[src/hdl/ex_pkg.sv]
package ex_pkg;

	////////////////////////////////////////
	// widths and sizes
	////////////////////////////////////////
	localparam int XLEN           = 32;
	localparam int TAG_BITS       = 6;
	localparam int MULT_STAGES    = 4;
	localparam int MULT_SLICE     = 2 * XLEN / MULT_STAGES; // multiplier bits per stage
	localparam int QUEUE_DEPTH    = 8;
	localparam int QUEUE_PTR_BITS = $clog2(QUEUE_DEPTH);

	typedef logic [XLEN-1:0]           xlen_t;
	typedef logic [2*XLEN-1:0]         dword_t;  // full product
	typedef logic [TAG_BITS-1:0]       tag_t;
	typedef logic [31:0]               inst_t;
	typedef logic [QUEUE_PTR_BITS-1:0] qptr_t;
	typedef logic [QUEUE_PTR_BITS:0]   qcount_t; // 0 up to QUEUE_DEPTH

	localparam tag_t ZERO_TAG = '0; // no destination, no register write

	////////////////////////////////////////
	// encodings
	////////////////////////////////////////
	typedef enum logic [1:0] {
		UNIT_ALU    = 2'd0,
		UNIT_MULT   = 2'd1,
		UNIT_BRANCH = 2'd2
	} exec_unit_t;

	typedef enum logic [3:0] {
		ALU_ADD  = 4'd0,
		ALU_SUB  = 4'd1,
		ALU_AND  = 4'd2,
		ALU_OR   = 4'd3,
		ALU_XOR  = 4'd4,
		ALU_SLT  = 4'd5,
		ALU_SLTU = 4'd6,
		ALU_SLL  = 4'd7,
		ALU_SRL  = 4'd8,
		ALU_SRA  = 4'd9
	} alu_func_t;

	typedef enum logic [1:0] {
		MULT_MUL    = 2'd0, // low half
		MULT_MULH   = 2'd1, // signed x signed
		MULT_MULHSU = 2'd2, // signed x unsigned
		MULT_MULHU  = 2'd3  // unsigned x unsigned
	} mult_func_t;

	typedef enum logic [1:0] {
		OPA_IS_RS1  = 2'd0,
		OPA_IS_NPC  = 2'd1,
		OPA_IS_PC   = 2'd2,
		OPA_IS_ZERO = 2'd3
	} opa_sel_t;

	typedef enum logic [2:0] {
		OPB_IS_RS2   = 3'd0,
		OPB_IS_I_IMM = 3'd1,
		OPB_IS_S_IMM = 3'd2,
		OPB_IS_B_IMM = 3'd3,
		OPB_IS_U_IMM = 3'd4,
		OPB_IS_J_IMM = 3'd5
	} opb_sel_t;

endpackage

[src/hdl/branch_unit.sv]
`timescale 1ns/100ps

module branch_unit (
	input  logic          clock,
	input  logic          reset,
	input  logic          branch_start,
	input  ex_pkg::xlen_t rs1,
	input  ex_pkg::xlen_t rs2,
	input  ex_pkg::xlen_t opa,
	input  ex_pkg::xlen_t opb,
	input  logic [2:0]    funct3,
	input  logic          is_cond,
	input  logic          is_uncond,
	output logic          take_branch,
	output ex_pkg::xlen_t branch_target
);
	import ex_pkg::*;

	logic  cond;
	xlen_t target;

	// condition from funct3 of the branch
	always_comb begin
		cond = 1'b0;
		case (funct3)
			3'b000: cond = (rs1 == rs2);                  // beq
			3'b001: cond = (rs1 != rs2);                  // bne
			3'b100: cond = ($signed(rs1) < $signed(rs2));  // blt
			3'b101: cond = ($signed(rs1) >= $signed(rs2)); // bge
			3'b110: cond = (rs1 < rs2);                   // bltu
			3'b111: cond = (rs1 >= rs2);                  // bgeu
			default: cond = 1'b0;
		endcase
	end

	assign target = opa + opb;

	// outcome lives for one cycle only
	always_ff @(posedge clock) begin
		if (reset) begin
			take_branch   <= 1'b0;
			branch_target <= '0;
		end else begin
			take_branch   <= branch_start && (is_uncond || (is_cond && cond));
			branch_target <= branch_start ? target : '0;
		end
	end

endmodule

[src/hdl/completion_queue.sv]
`timescale 1ns/100ps

module completion_queue (
	input  logic          clock,
	input  logic          reset,
	input  logic          mult_done,
	input  ex_pkg::tag_t  mult_tag,
	input  ex_pkg::xlen_t mult_product,
	input  logic          alu_start,
	input  ex_pkg::tag_t  alu_tag,
	input  ex_pkg::xlen_t alu_result,
	input  logic          branch_start,
	input  ex_pkg::tag_t  branch_tag,
	input  ex_pkg::xlen_t branch_link,
	output logic          complete_valid,
	output ex_pkg::tag_t  complete_tag,
	output ex_pkg::xlen_t complete_result,
	output logic          reg_wr_en
);
	import ex_pkg::*;

	tag_t       tag_mem    [QUEUE_DEPTH];
	xlen_t      result_mem [QUEUE_DEPTH];
	qptr_t      head;
	qptr_t      tail;
	qcount_t    count;
	qcount_t    count_next;
	logic       single_valid;
	tag_t       single_tag;
	xlen_t      single_result;
	qptr_t      single_ptr;
	logic [1:0] num_writes;
	logic       pop;

	// alu and branch never start together
	assign single_valid  = alu_start | branch_start;
	assign single_tag    = branch_start ? branch_tag : alu_tag;
	assign single_result = branch_start ? branch_link : alu_result;

	// multiply takes the tail slot first
	assign single_ptr = mult_done ? qptr_t'(tail + 1'b1) : tail;
	assign num_writes = {1'b0, mult_done} + {1'b0, single_valid};
	assign pop        = complete_valid; // no downstream stall
	assign count_next = count + qcount_t'(num_writes) - qcount_t'(pop);

	////////////////////////////////////////
	// storage
	////////////////////////////////////////
	always_ff @(posedge clock) begin
		if (mult_done) begin
			tag_mem[tail]    <= mult_tag;
			result_mem[tail] <= mult_product;
		end
		if (single_valid) begin
			tag_mem[single_ptr]    <= single_tag;
			result_mem[single_ptr] <= single_result;
		end
	end

	always_ff @(posedge clock) begin
		if (reset) begin
			head  <= '0;
			tail  <= '0;
			count <= '0;
		end else begin
			head  <= qptr_t'(head + pop);
			tail  <= qptr_t'(tail + num_writes);
			count <= count_next;
		end
	end

	assign complete_valid  = (count != '0);
	assign complete_tag    = tag_mem[head];
	assign complete_result = result_mem[head];
	assign reg_wr_en       = complete_valid && (complete_tag != ZERO_TAG);

	// results in flight must fit, nothing upstream can stall
	queue_no_overflow: assert property (@(posedge clock) disable iff (reset)
		count_next <= QUEUE_DEPTH);

endmodule

[src/hdl/ex_stage.sv]
`timescale 1ns/100ps

module ex_stage (
	input  logic               clock,
	input  logic               reset,
	input  logic               issue_valid,
	input  ex_pkg::exec_unit_t issue_unit,
	input  ex_pkg::xlen_t      pc,
	input  ex_pkg::inst_t      inst,
	input  ex_pkg::xlen_t      rs1_value,
	input  ex_pkg::xlen_t      rs2_value,
	input  ex_pkg::opa_sel_t   opa_select,
	input  ex_pkg::opb_sel_t   opb_select,
	input  ex_pkg::alu_func_t  alu_func,
	input  ex_pkg::mult_func_t mult_func,
	input  logic               cond_branch,
	input  logic               uncond_branch,
	input  ex_pkg::tag_t       dest_tag,
	output logic               complete_valid,
	output ex_pkg::tag_t       complete_tag,
	output ex_pkg::xlen_t      complete_result,
	output logic               reg_wr_en,
	output logic               take_branch,
	output ex_pkg::xlen_t      branch_target
);
	import ex_pkg::*;

	logic       alu_start;
	logic       mult_start;
	logic       branch_start;
	xlen_t      opa;
	xlen_t      opb;
	xlen_t      rs1_out;
	xlen_t      rs2_out;
	xlen_t      npc;
	alu_func_t  func_alu;
	mult_func_t func_mult;
	logic [2:0] branch_funct3;
	logic       is_cond;
	logic       is_uncond;
	tag_t       issue_tag;   // tag of the registered instruction
	xlen_t      alu_result;
	logic       mult_done;
	tag_t       mult_tag;
	xlen_t      mult_product;

	operand_select u_operand_select (
		.clock         (clock),
		.reset         (reset),
		.issue_valid   (issue_valid),
		.issue_unit    (issue_unit),
		.pc            (pc),
		.inst          (inst),
		.rs1_value     (rs1_value),
		.rs2_value     (rs2_value),
		.opa_select    (opa_select),
		.opb_select    (opb_select),
		.alu_func      (alu_func),
		.mult_func     (mult_func),
		.cond_branch   (cond_branch),
		.uncond_branch (uncond_branch),
		.dest_tag      (dest_tag),
		.alu_start     (alu_start),
		.mult_start    (mult_start),
		.branch_start  (branch_start),
		.opa           (opa),
		.opb           (opb),
		.rs1_out       (rs1_out),
		.rs2_out       (rs2_out),
		.npc           (npc),
		.func_alu      (func_alu),
		.func_mult     (func_mult),
		.branch_funct3 (branch_funct3),
		.is_cond       (is_cond),
		.is_uncond     (is_uncond),
		.tag_out       (issue_tag)
	);

	int_alu u_int_alu (
		.opa    (opa),
		.opb    (opb),
		.func   (func_alu),
		.result (alu_result)
	);

	branch_unit u_branch_unit (
		.clock         (clock),
		.reset         (reset),
		.branch_start  (branch_start),
		.rs1           (rs1_out),
		.rs2           (rs2_out),
		.opa           (opa),
		.opb           (opb),
		.funct3        (branch_funct3),
		.is_cond       (is_cond),
		.is_uncond     (is_uncond),
		.take_branch   (take_branch),
		.branch_target (branch_target)
	);

	pipelined_mult u_pipelined_mult (
		.clock   (clock),
		.reset   (reset),
		.start   (mult_start),
		.mcand   (rs1_out),
		.mplier  (rs2_out),
		.func    (func_mult),
		.tag_in  (issue_tag),
		.done    (mult_done),
		.tag_out (mult_tag),
		.product (mult_product)
	);

	// a branch completes with its link value
	completion_queue u_completion_queue (
		.clock           (clock),
		.reset           (reset),
		.mult_done       (mult_done),
		.mult_tag        (mult_tag),
		.mult_product    (mult_product),
		.alu_start       (alu_start),
		.alu_tag         (issue_tag),
		.alu_result      (alu_result),
		.branch_start    (branch_start),
		.branch_tag      (issue_tag),
		.branch_link     (npc),
		.complete_valid  (complete_valid),
		.complete_tag    (complete_tag),
		.complete_result (complete_result),
		.reg_wr_en       (reg_wr_en)
	);

endmodule

[src/hdl/int_alu.sv]
`timescale 1ns/100ps

module int_alu (
	input  ex_pkg::xlen_t     opa,
	input  ex_pkg::xlen_t     opb,
	input  ex_pkg::alu_func_t func,
	output ex_pkg::xlen_t     result
);
	import ex_pkg::*;

	logic [4:0] shamt;
	logic       lt_signed;
	logic       lt_unsigned;

	assign shamt       = opb[4:0]; // rv32 shifts use five bits
	assign lt_signed   = $signed(opa) < $signed(opb);
	assign lt_unsigned = opa < opb;

	always_comb begin
		result = '0; // encodings 10 to 15 unused
		case (func)
			ALU_ADD:  result = opa + opb;
			ALU_SUB:  result = opa - opb;
			ALU_AND:  result = opa & opb;
			ALU_OR:   result = opa | opb;
			ALU_XOR:  result = opa ^ opb;
			ALU_SLT:  result = {{(XLEN-1){1'b0}}, lt_signed};
			ALU_SLTU: result = {{(XLEN-1){1'b0}}, lt_unsigned};
			ALU_SLL:  result = opa << shamt;
			ALU_SRL:  result = opa >> shamt;
			ALU_SRA:  result = $signed(opa) >>> shamt; // sign bit fills from the left
		endcase
	end

endmodule

[src/hdl/mult_stage.sv]
`timescale 1ns/100ps

module mult_stage (
	input  logic           clock,
	input  logic           reset,
	input  logic           start,
	input  ex_pkg::dword_t mcand_in,
	input  ex_pkg::dword_t mplier_in,
	input  ex_pkg::dword_t product_in,
	input  ex_pkg::tag_t   tag_in,
	output logic           done,
	output ex_pkg::dword_t mcand_out,
	output ex_pkg::dword_t mplier_out,
	output ex_pkg::dword_t product_out,
	output ex_pkg::tag_t   tag_out
);
	import ex_pkg::*;

	dword_t partial;

	// one slice of the multiplier against the shifted multiplicand
	assign partial = dword_t'(mplier_in[MULT_SLICE-1:0]) * mcand_in;

	always_ff @(posedge clock) begin
		product_out <= product_in + partial;
		mcand_out   <= mcand_in << MULT_SLICE;
		mplier_out  <= mplier_in >> MULT_SLICE; // next slice moves down
	end

	always_ff @(posedge clock) begin
		if (reset) begin
			done    <= 1'b0;
			tag_out <= '0;
		end else begin
			done    <= start;
			tag_out <= tag_in;
		end
	end

endmodule

[src/hdl/operand_select.sv]
`timescale 1ns/100ps

module operand_select (
	input  logic               clock,
	input  logic               reset,
	input  logic               issue_valid,
	input  ex_pkg::exec_unit_t issue_unit,
	input  ex_pkg::xlen_t      pc,
	input  ex_pkg::inst_t      inst,
	input  ex_pkg::xlen_t      rs1_value,
	input  ex_pkg::xlen_t      rs2_value,
	input  ex_pkg::opa_sel_t   opa_select,
	input  ex_pkg::opb_sel_t   opb_select,
	input  ex_pkg::alu_func_t  alu_func,
	input  ex_pkg::mult_func_t mult_func,
	input  logic               cond_branch,
	input  logic               uncond_branch,
	input  ex_pkg::tag_t       dest_tag,
	output logic               alu_start,
	output logic               mult_start,
	output logic               branch_start,
	output ex_pkg::xlen_t      opa,
	output ex_pkg::xlen_t      opb,
	output ex_pkg::xlen_t      rs1_out,
	output ex_pkg::xlen_t      rs2_out,
	output ex_pkg::xlen_t      npc,
	output ex_pkg::alu_func_t  func_alu,
	output ex_pkg::mult_func_t func_mult,
	output logic [2:0]         branch_funct3,
	output logic               is_cond,
	output logic               is_uncond,
	output ex_pkg::tag_t       tag_out
);
	import ex_pkg::*;

	logic       valid_q;
	exec_unit_t unit_q;
	xlen_t      pc_q;
	inst_t      inst_q;
	opa_sel_t   opa_sel_q;
	opb_sel_t   opb_sel_q;
	xlen_t      imm_i;
	xlen_t      imm_s;
	xlen_t      imm_b;
	xlen_t      imm_u;
	xlen_t      imm_j;

	always_ff @(posedge clock) begin
		if (reset) begin
			valid_q <= 1'b0;
		end else begin
			valid_q <= issue_valid;
		end
	end

	// payload only loads on an issue
	always_ff @(posedge clock) begin
		if (issue_valid) begin
			unit_q    <= issue_unit;
			pc_q      <= pc;
			inst_q    <= inst;
			rs1_out   <= rs1_value;
			rs2_out   <= rs2_value;
			opa_sel_q <= opa_select;
			opb_sel_q <= opb_select;
			func_alu  <= alu_func;
			func_mult <= mult_func;
			is_cond   <= cond_branch;
			is_uncond <= uncond_branch;
			tag_out   <= dest_tag;
		end
	end

	assign alu_start    = valid_q && (unit_q == UNIT_ALU);
	assign mult_start   = valid_q && (unit_q == UNIT_MULT);
	assign branch_start = valid_q && (unit_q == UNIT_BRANCH);

	////////////////////////////////////////
	// immediate decode
	////////////////////////////////////////
	assign imm_i = {{20{inst_q[31]}}, inst_q[31:20]};
	assign imm_s = {{20{inst_q[31]}}, inst_q[31:25], inst_q[11:7]};
	assign imm_b = {{19{inst_q[31]}}, inst_q[31], inst_q[7], inst_q[30:25], inst_q[11:8], 1'b0};
	assign imm_u = {inst_q[31:12], 12'b0};
	assign imm_j = {{11{inst_q[31]}}, inst_q[31], inst_q[19:12], inst_q[20], inst_q[30:21], 1'b0};

	assign npc           = pc_q + 32'd4;
	assign branch_funct3 = inst_q[14:12];

	always_comb begin
		case (opa_sel_q)
			OPA_IS_RS1:  opa = rs1_out;
			OPA_IS_NPC:  opa = npc;
			OPA_IS_PC:   opa = pc_q;
			OPA_IS_ZERO: opa = '0;
		endcase
	end

	always_comb begin
		opb = '0; // encodings 6 and 7 unused
		case (opb_sel_q)
			OPB_IS_RS2:   opb = rs2_out;
			OPB_IS_I_IMM: opb = imm_i;
			OPB_IS_S_IMM: opb = imm_s;
			OPB_IS_B_IMM: opb = imm_b;
			OPB_IS_U_IMM: opb = imm_u;
			OPB_IS_J_IMM: opb = imm_j;
		endcase
	end

	// the issuer must never route to the unused unit code
	issue_unit_legal: assert property (@(posedge clock) disable iff (reset)
		issue_valid |-> issue_unit inside {UNIT_ALU, UNIT_MULT, UNIT_BRANCH});

endmodule

[src/hdl/pipelined_mult.sv]
`timescale 1ns/100ps

module pipelined_mult (
	input  logic               clock,
	input  logic               reset,
	input  logic               start,
	input  ex_pkg::xlen_t      mcand,
	input  ex_pkg::xlen_t      mplier,
	input  ex_pkg::mult_func_t func,
	input  ex_pkg::tag_t       tag_in,
	output logic               done,
	output ex_pkg::tag_t       tag_out,
	output ex_pkg::xlen_t      product
);
	import ex_pkg::*;

	logic                 mcand_signed;
	logic                 mplier_signed;
	logic [MULT_STAGES:0] done_chain;
	dword_t               mcand_chain   [MULT_STAGES+1];
	dword_t               mplier_chain  [MULT_STAGES+1];
	dword_t               product_chain [MULT_STAGES+1];
	tag_t                 tag_chain     [MULT_STAGES+1];
	mult_func_t           func_pipe     [MULT_STAGES];
	dword_t               full_product;

	assign mcand_signed  = (func == MULT_MULH) || (func == MULT_MULHSU);
	assign mplier_signed = (func == MULT_MULH);

	// widen to 64 bits so the low half of the product is exact
	assign mcand_chain[0]   = {{XLEN{mcand_signed & mcand[XLEN-1]}}, mcand};
	assign mplier_chain[0]  = {{XLEN{mplier_signed & mplier[XLEN-1]}}, mplier};
	assign product_chain[0] = '0;
	assign done_chain[0]    = start;
	assign tag_chain[0]     = tag_in;

	for (genvar i = 0; i < MULT_STAGES; i++) begin : g_stage
		mult_stage stage (
			.clock       (clock),
			.reset       (reset),
			.start       (done_chain[i]),
			.mcand_in    (mcand_chain[i]),
			.mplier_in   (mplier_chain[i]),
			.product_in  (product_chain[i]),
			.tag_in      (tag_chain[i]),
			.done        (done_chain[i+1]),
			.mcand_out   (mcand_chain[i+1]),
			.mplier_out  (mplier_chain[i+1]),
			.product_out (product_chain[i+1]),
			.tag_out     (tag_chain[i+1])
		);
	end

	// function code rides along with the chain
	always_ff @(posedge clock) begin
		func_pipe[0] <= func;
		for (int s = 1; s < MULT_STAGES; s++) begin
			func_pipe[s] <= func_pipe[s-1];
		end
	end

	assign full_product = product_chain[MULT_STAGES];

	////////////////////////////////////////
	// output register with half select
	////////////////////////////////////////
	always_ff @(posedge clock) begin
		if (func_pipe[MULT_STAGES-1] == MULT_MUL) begin
			product <= full_product[XLEN-1:0];
		end else begin
			product <= full_product[2*XLEN-1:XLEN];
		end
	end

	always_ff @(posedge clock) begin
		if (reset) begin
			done    <= 1'b0;
			tag_out <= '0;
		end else begin
			done    <= done_chain[MULT_STAGES];
			tag_out <= tag_chain[MULT_STAGES];
		end
	end

	// every done belongs to a start a fixed depth back
	done_follows_start: assert property (@(posedge clock) disable iff (reset)
		done |-> $past(start, MULT_STAGES + 1));

endmodule

[config.mk]
export PLATFORM = sky130hd
export DESIGN_NAME = ex_stage
export DESIGN_NICKNAME = d
export VERILOG_FILES = /design/src/hdl/ex_pkg.sv /design/src/hdl/branch_unit.sv /design/src/hdl/completion_queue.sv /design/src/hdl/ex_stage.sv /design/src/hdl/int_alu.sv /design/src/hdl/mult_stage.sv /design/src/hdl/operand_select.sv /design/src/hdl/pipelined_mult.sv
export SDC_FILE = /design/constraint.sdc
export NUM_CORES = 2
export LEC_CHECK = 0
export BUFFER_PORTS_ARGS = -buffer_cell sky130_fd_sc_hd__buf_2
export CAP_MARGIN = 10
export CORE_UTILIZATION = 35
export DETAILED_ROUTE_END_ITERATION = 10
export GPL_ROUTABILITY_DRIVEN = 1
export GPL_TIMING_DRIVEN = 1
export PLACE_DENSITY = 0.47
export SLEW_MARGIN = 15
export SYNTH_ARGS = -nofsm -noshare
export SYNTH_HDL_FRONTEND = slang
export SYNTH_SLANG_ARGS = --single-unit
[constraint.sdc]
create_clock -name clock -period 9.45 [get_ports clock]
set_input_delay 0 -clock clock [delete_from_list [all_inputs] [get_ports clock]]
set_output_delay 0 -clock clock [all_outputs]
set_load 0.02 [all_outputs]
* After elaboration in Yosys (flattened, before gate mapping)
Memories as Yosys holds them, arrays and structs flattened. A register that Yosys moved wholly into a read port is not among the register bits. Cells that the tools add are included.
Operators by class: $add $sub $neg 12, $mul 4, $lt $le $gt $ge 6, equal/unequal tests 28, shift-type cells 3, muxes and demuxes 13, bitwise gates (word level) 7, reductions and logical operators 17
Operators by type and width (number):
- 32-bit one-hot mux with 10 select lines | 1
- 64-bit adder | 3
- 32-bit one-hot mux with 6 select lines | 1
- 32-bit < comparator | 4
- 32-bit one-hot mux with 4 select lines | 1
- 32-bit greater-or-equal comparator | 2
- 32-bit two-way mux | 2
- 17-bit by 33-bit multiplier with 50-bit output | 1
- 16-bit by 48-bit multiplier with 48-bit output | 1
- 32-bit by 3-bit adder with 32-bit output, second input constant | 1
- 32-bit adder | 1
- 32-bit bitwise AND | 1
- 32-bit == test | 1
- 16-bit by 32-bit multiplier with 32-bit output | 1
- 32-bit inequality test | 1
- 32-bit OR | 1
- 32-bit by 5-bit << shifter with 32-bit output | 1
- 32-bit by 5-bit right shift with 32-bit output | 1
- 32-bit by 5-bit >>> shifter with 32-bit output | 1
- 32-bit subtractor | 1
- 32-bit XOR | 1
- 3-bit == test, second input constant | 6
- 4-bit by 3-bit == test with 1-bit output, second input constant | 4
- 1-bit by 16-bit multiplier with 16-bit output | 1
- other kinds (27) | 51
Storage, ports and cells: flip-flop bits (word level) 616, memory bits (writable) 312, input bits 152, output and inout bits 73, word-level logic and storage cells 132, memories 3
Memory list:
- u_completion_queue.result_mem | words 8, width 32, rd ports 1, clocked after memory_dff 1, write ports 2, RTL line completion_queue.sv:23 | xlen_t result_mem [QUEUE_DEPTH];
- u_completion_queue.tag_mem | words 8, width 6, rd ports 1, clocked after memory_dff 1, write ports 2, RTL line completion_queue.sv:22 | tag_t tag_mem [QUEUE_DEPTH];
- u_pipelined_mult.func_pipe | words 4, width 2, rd ports 4, clocked after memory_dff 0, write ports 4, RTL line pipelined_mult.sv:24 | mult_func_t func_pipe [MULT_STAGES];

* Depth between registers and ports, before layout
word-level depth 6, mapped depth 37

* Cells and area by module
Synthesis repeated with hierarchy kept, for this count alone.
Second synthesis, totals: cells, all modules 17806, area total of the unflattened synthesis 166130.6 µm²
Modules (own cells, without submodules):
- mult_stage (u_pipelined_mult.g_stage[0].stage ...) | instances 3, cells each 3675, area each 32625.0 µm², sequential area each 3343.2 µm²
- mult_stage (u_pipelined_mult.g_stage[3].stage) | instances 1, cells each 3676, area each 32631.3 µm², sequential area each 3343.2 µm²
- completion_queue | instances 1, cells each 914, area each 16295.6 µm², sequential area each 9328.9 µm²
- int_alu | instances 1, cells each 1240, area each 8329.2 µm², sequential area each 0.0 µm²
- operand_select | instances 1, cells each 444, area each 6221.0 µm², sequential area each 4284.1 µm²
- branch_unit | instances 1, cells each 412, area each 3340.7 µm², sequential area each 660.6 µm²
- pipelined_mult | instances 1, cells each 95, area each 1437.6 µm², sequential area each 940.9 µm²

* Worst setup path after synthesis
Ideal clock, no wire load.
kind flip-flop to flip-flop, start reg u_pipelined_mult.g_stage[0].stage.mcand_out[30], end reg u_pipelined_mult.g_stage[1].stage.product_out[62], arrival 8.046 ns, data required time 9.378 ns, setup slack 1.332 ns, cell stages (with the launch flop) 34, path buffers 1, period minus slack after synthesis 8.118 ns, cells stage by stage dfxtp_1 -> clkbuf_1 -> nand2_1 -> fa_1 -> inv_1 -> fa_1 -> inv_1 -> fa_1 -> inv_1 -> fa_1 -> fa_1 -> inv_1 -> fa_1 -> inv_1 -> ha_1 -> nand2_1 -> o311a_1 -> a21boi_0 -> or2_2 -> o21ai_0 -> a21o_1 -> a21oi_1 -> xnor2_1 -> ha_1 -> and2_1 -> nand3_1 -> nor4_1 -> nor2_1 -> o31ai_1 -> a21oi_1 -> o311ai_0 -> nand2_1 -> o21ai_0 -> xor2_1
On the way: word-level cells in the longest chain between the ends 2
RTL lines:
- start, declared | RTL line mult_stage.sv:12 | output ex_pkg::dword_t mcand_out,
- start signal, assigned | RTL line mult_stage.sv:26 | mcand_out <= mcand_in << MULT_SLICE;
- 16-bit by 48-bit multiplier with 48-bit output | RTL line mult_stage.sv:22 | assign partial = dword_t'(mplier_in[MULT_SLICE-1:0]) * mcand_in;
- 64-bit adder | RTL line mult_stage.sv:25 | product_out <= product_in + partial;
- end signal, assigned | RTL line mult_stage.sv:25
- end, declared | RTL line mult_stage.sv:14 | output ex_pkg::dword_t product_out,
No other way between the ends. A chain may end at the register's enable or synchronous reset.

* Worst setup path after layout
start reg u_pipelined_mult.g_stage[0].stage.mcand_out[21], end reg u_pipelined_mult.g_stage[1].stage.product_out[63]
The elaborated chain is that of the path after synthesis.

==> metrics.txt <==
syn nets=roughly 11000; CTS tree=done; Routed WL per cell=25.7 um; Peak Freq=around 0.11 GHz; actual slew at the worst max-slew pin=1.30 ns; Area Overhead vs Synth=13.9%; post-route cell area=just over 0.1 mm^2; EDFF count, synth=approximately 450; Post-Syn Instances=around 9200; number of CTS-inserted buffers=107; final WL=between 300000 and 400000 um; Cells after DPL=between 10000 and 15000; most area-hungry cell type in the Yosys netlist=fa_1; DRT iter0 DRCs=5169; clk slew on worst S/H paths=about 0.07 ns; DRC errors left=0; max_cap viols=0; overall routing resource usage=between 20% and 30%; Hold/Removal Path Class=input port to flop; Seq/Total Area, Yosys=between 20% and 30%; CTS Root Cell=clkbuf_16; Max clock buf depth=3; final period utilization=a little over nine tenths; post-route insts no fill=about 13000; Yosys reg bits=between 900 and 1000; vias in the first global route=71200; Fin. Hold Viols=0; Avg Cell Area, Syn=9.80 um^2; number of I/O port buffers=roughly 220; synthesized area=about 0.09 mm^2; async set or reset register ratio after synthesis=0%; predominant post-synthesis flop cell=dfxtp_1; largest net degree at the start of global routing=between 70 and 80; IO Count=approximately 230; Setup CP Type=flop to flop; post-synth top area share=a little over a quarter; Fin Setup TNS=0 ns; Max-slew headroom=13.2%; placed cell areas=approximately 0.096 mm^2; Vias/cell=about 5.2; total iterations of the first detailed-routing run=6; first-pass GRT wire length=between 400000 and 500000 um; Synth area leaders=fa_1 27%, edfxtp_1 15%, dfxtp_1 10%; Die Ht=between 500 and 600 um; Syn. warnings=0; clock skew=around 0.1 ns; clock sinks=~910; die width=roughly 510 um; Routed Antenna Nets=0; final worst path period need=around 9 ns; status=complete, no violations; Core Area=0.254 mm^2; # rows=185; DP HPWL=264000 um; met3 usage=~2.8%; Skew-Pair Late Insertion Delay=just over 0.8 ns; M1 GR Usage=between 30% and 40%; slowest cell on the critical path=dfxtp_1; routed vias=between 60000 and 70000; nets=~11000; delay-heaviest family, CP=adder cells; Most Crowded Layer GR=met2; die area=0.258 mm^2; crit path DAT=approximately 9.6 ns; most frequent cells in the layout=1460 x inv_1, 1210 x fa_1, 1105 x nand2_1; largest stage delay on the critical path=roughly 0.66 ns; Synth cell types=between 100 and 150; post-CTS setup buffers=0; RSZ-0062 raised after global routing=false; CTS H-tree depth=3; initial antenna violation count=19; met2 usage=a little under half; crit end category=flop; Critical Path Most Common Cell=fa_1; share of cells above drive strength 1=a little under an eighth; Initial Util=between 30% and 40%; Final setup viols=0; crit path max fanout=12; CP Buf/Inv Count=5; Critical Path RT=between 10 and 15 ns; total congestion overflow=0; Startpoint Class=flop; commonest non-fill, non-tap cell in the layout=inv_1; Final Max Slew Viols=0; gpl congestion=a little under 1
timing repair:
item                       CTS  global route
resized for setup            2            10
setup endpoints to repair    3             5
cloned                       0             0
hold endpoints to repair   211             0
hold buffers               275             0
final cells by class:
cell class,instances,area (um^2)
Clock inverter,63,732
Inverter,1468,5510
Multi-Input combinational cell,6339,60100
Sequential cell,907,22600
Antenna cell,12,30.0
Timing Repair Buffer,748,5870
Fill cell,25170,152000
Tap cell,3366,4210
Clock buffer,139,3010
kinds of logic after synthesis:
group	Yosys count	share of synthesized area [%]
and+or+nand+nor	2494	13.1
AOI/OAI and AO/OA	1391	10.2
adders and majority gates	1722	34.2
muxes	424	6.22
xor gates and xnor gates	308	3.01
buffers and inverters	1905	8.04
DFF	907	25.2
per-stage QoR:
step / hold WS, ns / worst slack, ns / util, %
after floorplan: 0.0989 / 1.33 / -
after global placement: 0.177 / 0.0440 / 37.5
after detailed placement: 0.178 / -0.0735 / 37.6
after CTS: 0.0212 / 0.177 / 40.1
after global routing: 0.0280 / 0.0228 / 40.1
final: 0.0636 / 0.486 / 40.1
Yosys cell counts (60+ instances only):
| cell type | number |
|---|---|
| nand3_1 | 110 |
| a21o_1 | 138 |
| clkbuf_1 | 353 |
| xnor2_1 | 236 |
| o21ai_0 | 271 |
| mux2_2 | 273 |
| mux4_2 | 78 |
| edfxtp_1 | 446 |
| nor3_1 | 90 |
| a31oi_1 | 60 |
| xor2_1 | 72 |
| mux2i_1 | 71 |
| nor2b_1 | 83 |
| nor2_1 | 395 |
| nand2_1 | 1107 |
| dfxtp_1 | 461 |
| ha_1 | 512 |
| and2_1 | 417 |
| fa_1 | 1210 |
| o31ai_1 | 63 |
| inv_1 | 1461 |
| a21oi_1 | 375 |
registers in the layout, indices dropped and copies added (netlist names), 6 cells and up:
| register | count |
|---|---|
| u_completion_queue.result_mem | 256 |
| u_pipelined_mult.g_stage.stage.product_out | 242 |
| u_pipelined_mult.g_stage.stage.mcand_out | 81 |
| u_completion_queue.tag_mem | 48 |
| u_branch_unit.branch_target | 32 |
| u_operand_select.pc_q | 32 |
| u_operand_select.rs1_out | 32 |
| u_operand_select.rs2_out | 32 |
| u_pipelined_mult.product | 32 |
| u_operand_select.inst_q | 25 |
| u_pipelined_mult.g_stage.stage.tag_out | 24 |
| u_pipelined_mult.g_stage.stage.mplier_out | 19 |
| u_pipelined_mult.func_pipe | 8 |
| u_operand_select.tag_out | 6 |
| u_pipelined_mult.tag_out | 6 |
per-layer routing:
metal,share of wire [%],vias to the layer above
met5,0.0039,-
met4,5.2,2
met3,4.6,503
met2,49,1991
met1,41,35011
li1,-,30744
worst paths after layout:
path / startpoint / end / slack (ns) / cells past startpoint
worst max-delay path: u_pipelined_mult.g_stage[0].stage.mcand_out[21] / u_pipelined_mult.g_stage[1].stage.product_out[63] / 0.49 / 31
worst min-delay path: pc[9] / u_operand_select.pc_q[9] / 0.06 / 2
worst max register to register: u_pipelined_mult.g_stage[0].stage.mcand_out[21] / u_pipelined_mult.g_stage[1].stage.product_out[63] / 0.49 / 31
worst min register to register: u_pipelined_mult.g_stage[0].stage.product_out[4] / u_pipelined_mult.g_stage[1].stage.product_out[4] / 0.28 / 0
Power is not shown: default switching activity piles up to over one toggle a cycle in this logic, so the estimate is an artifact.
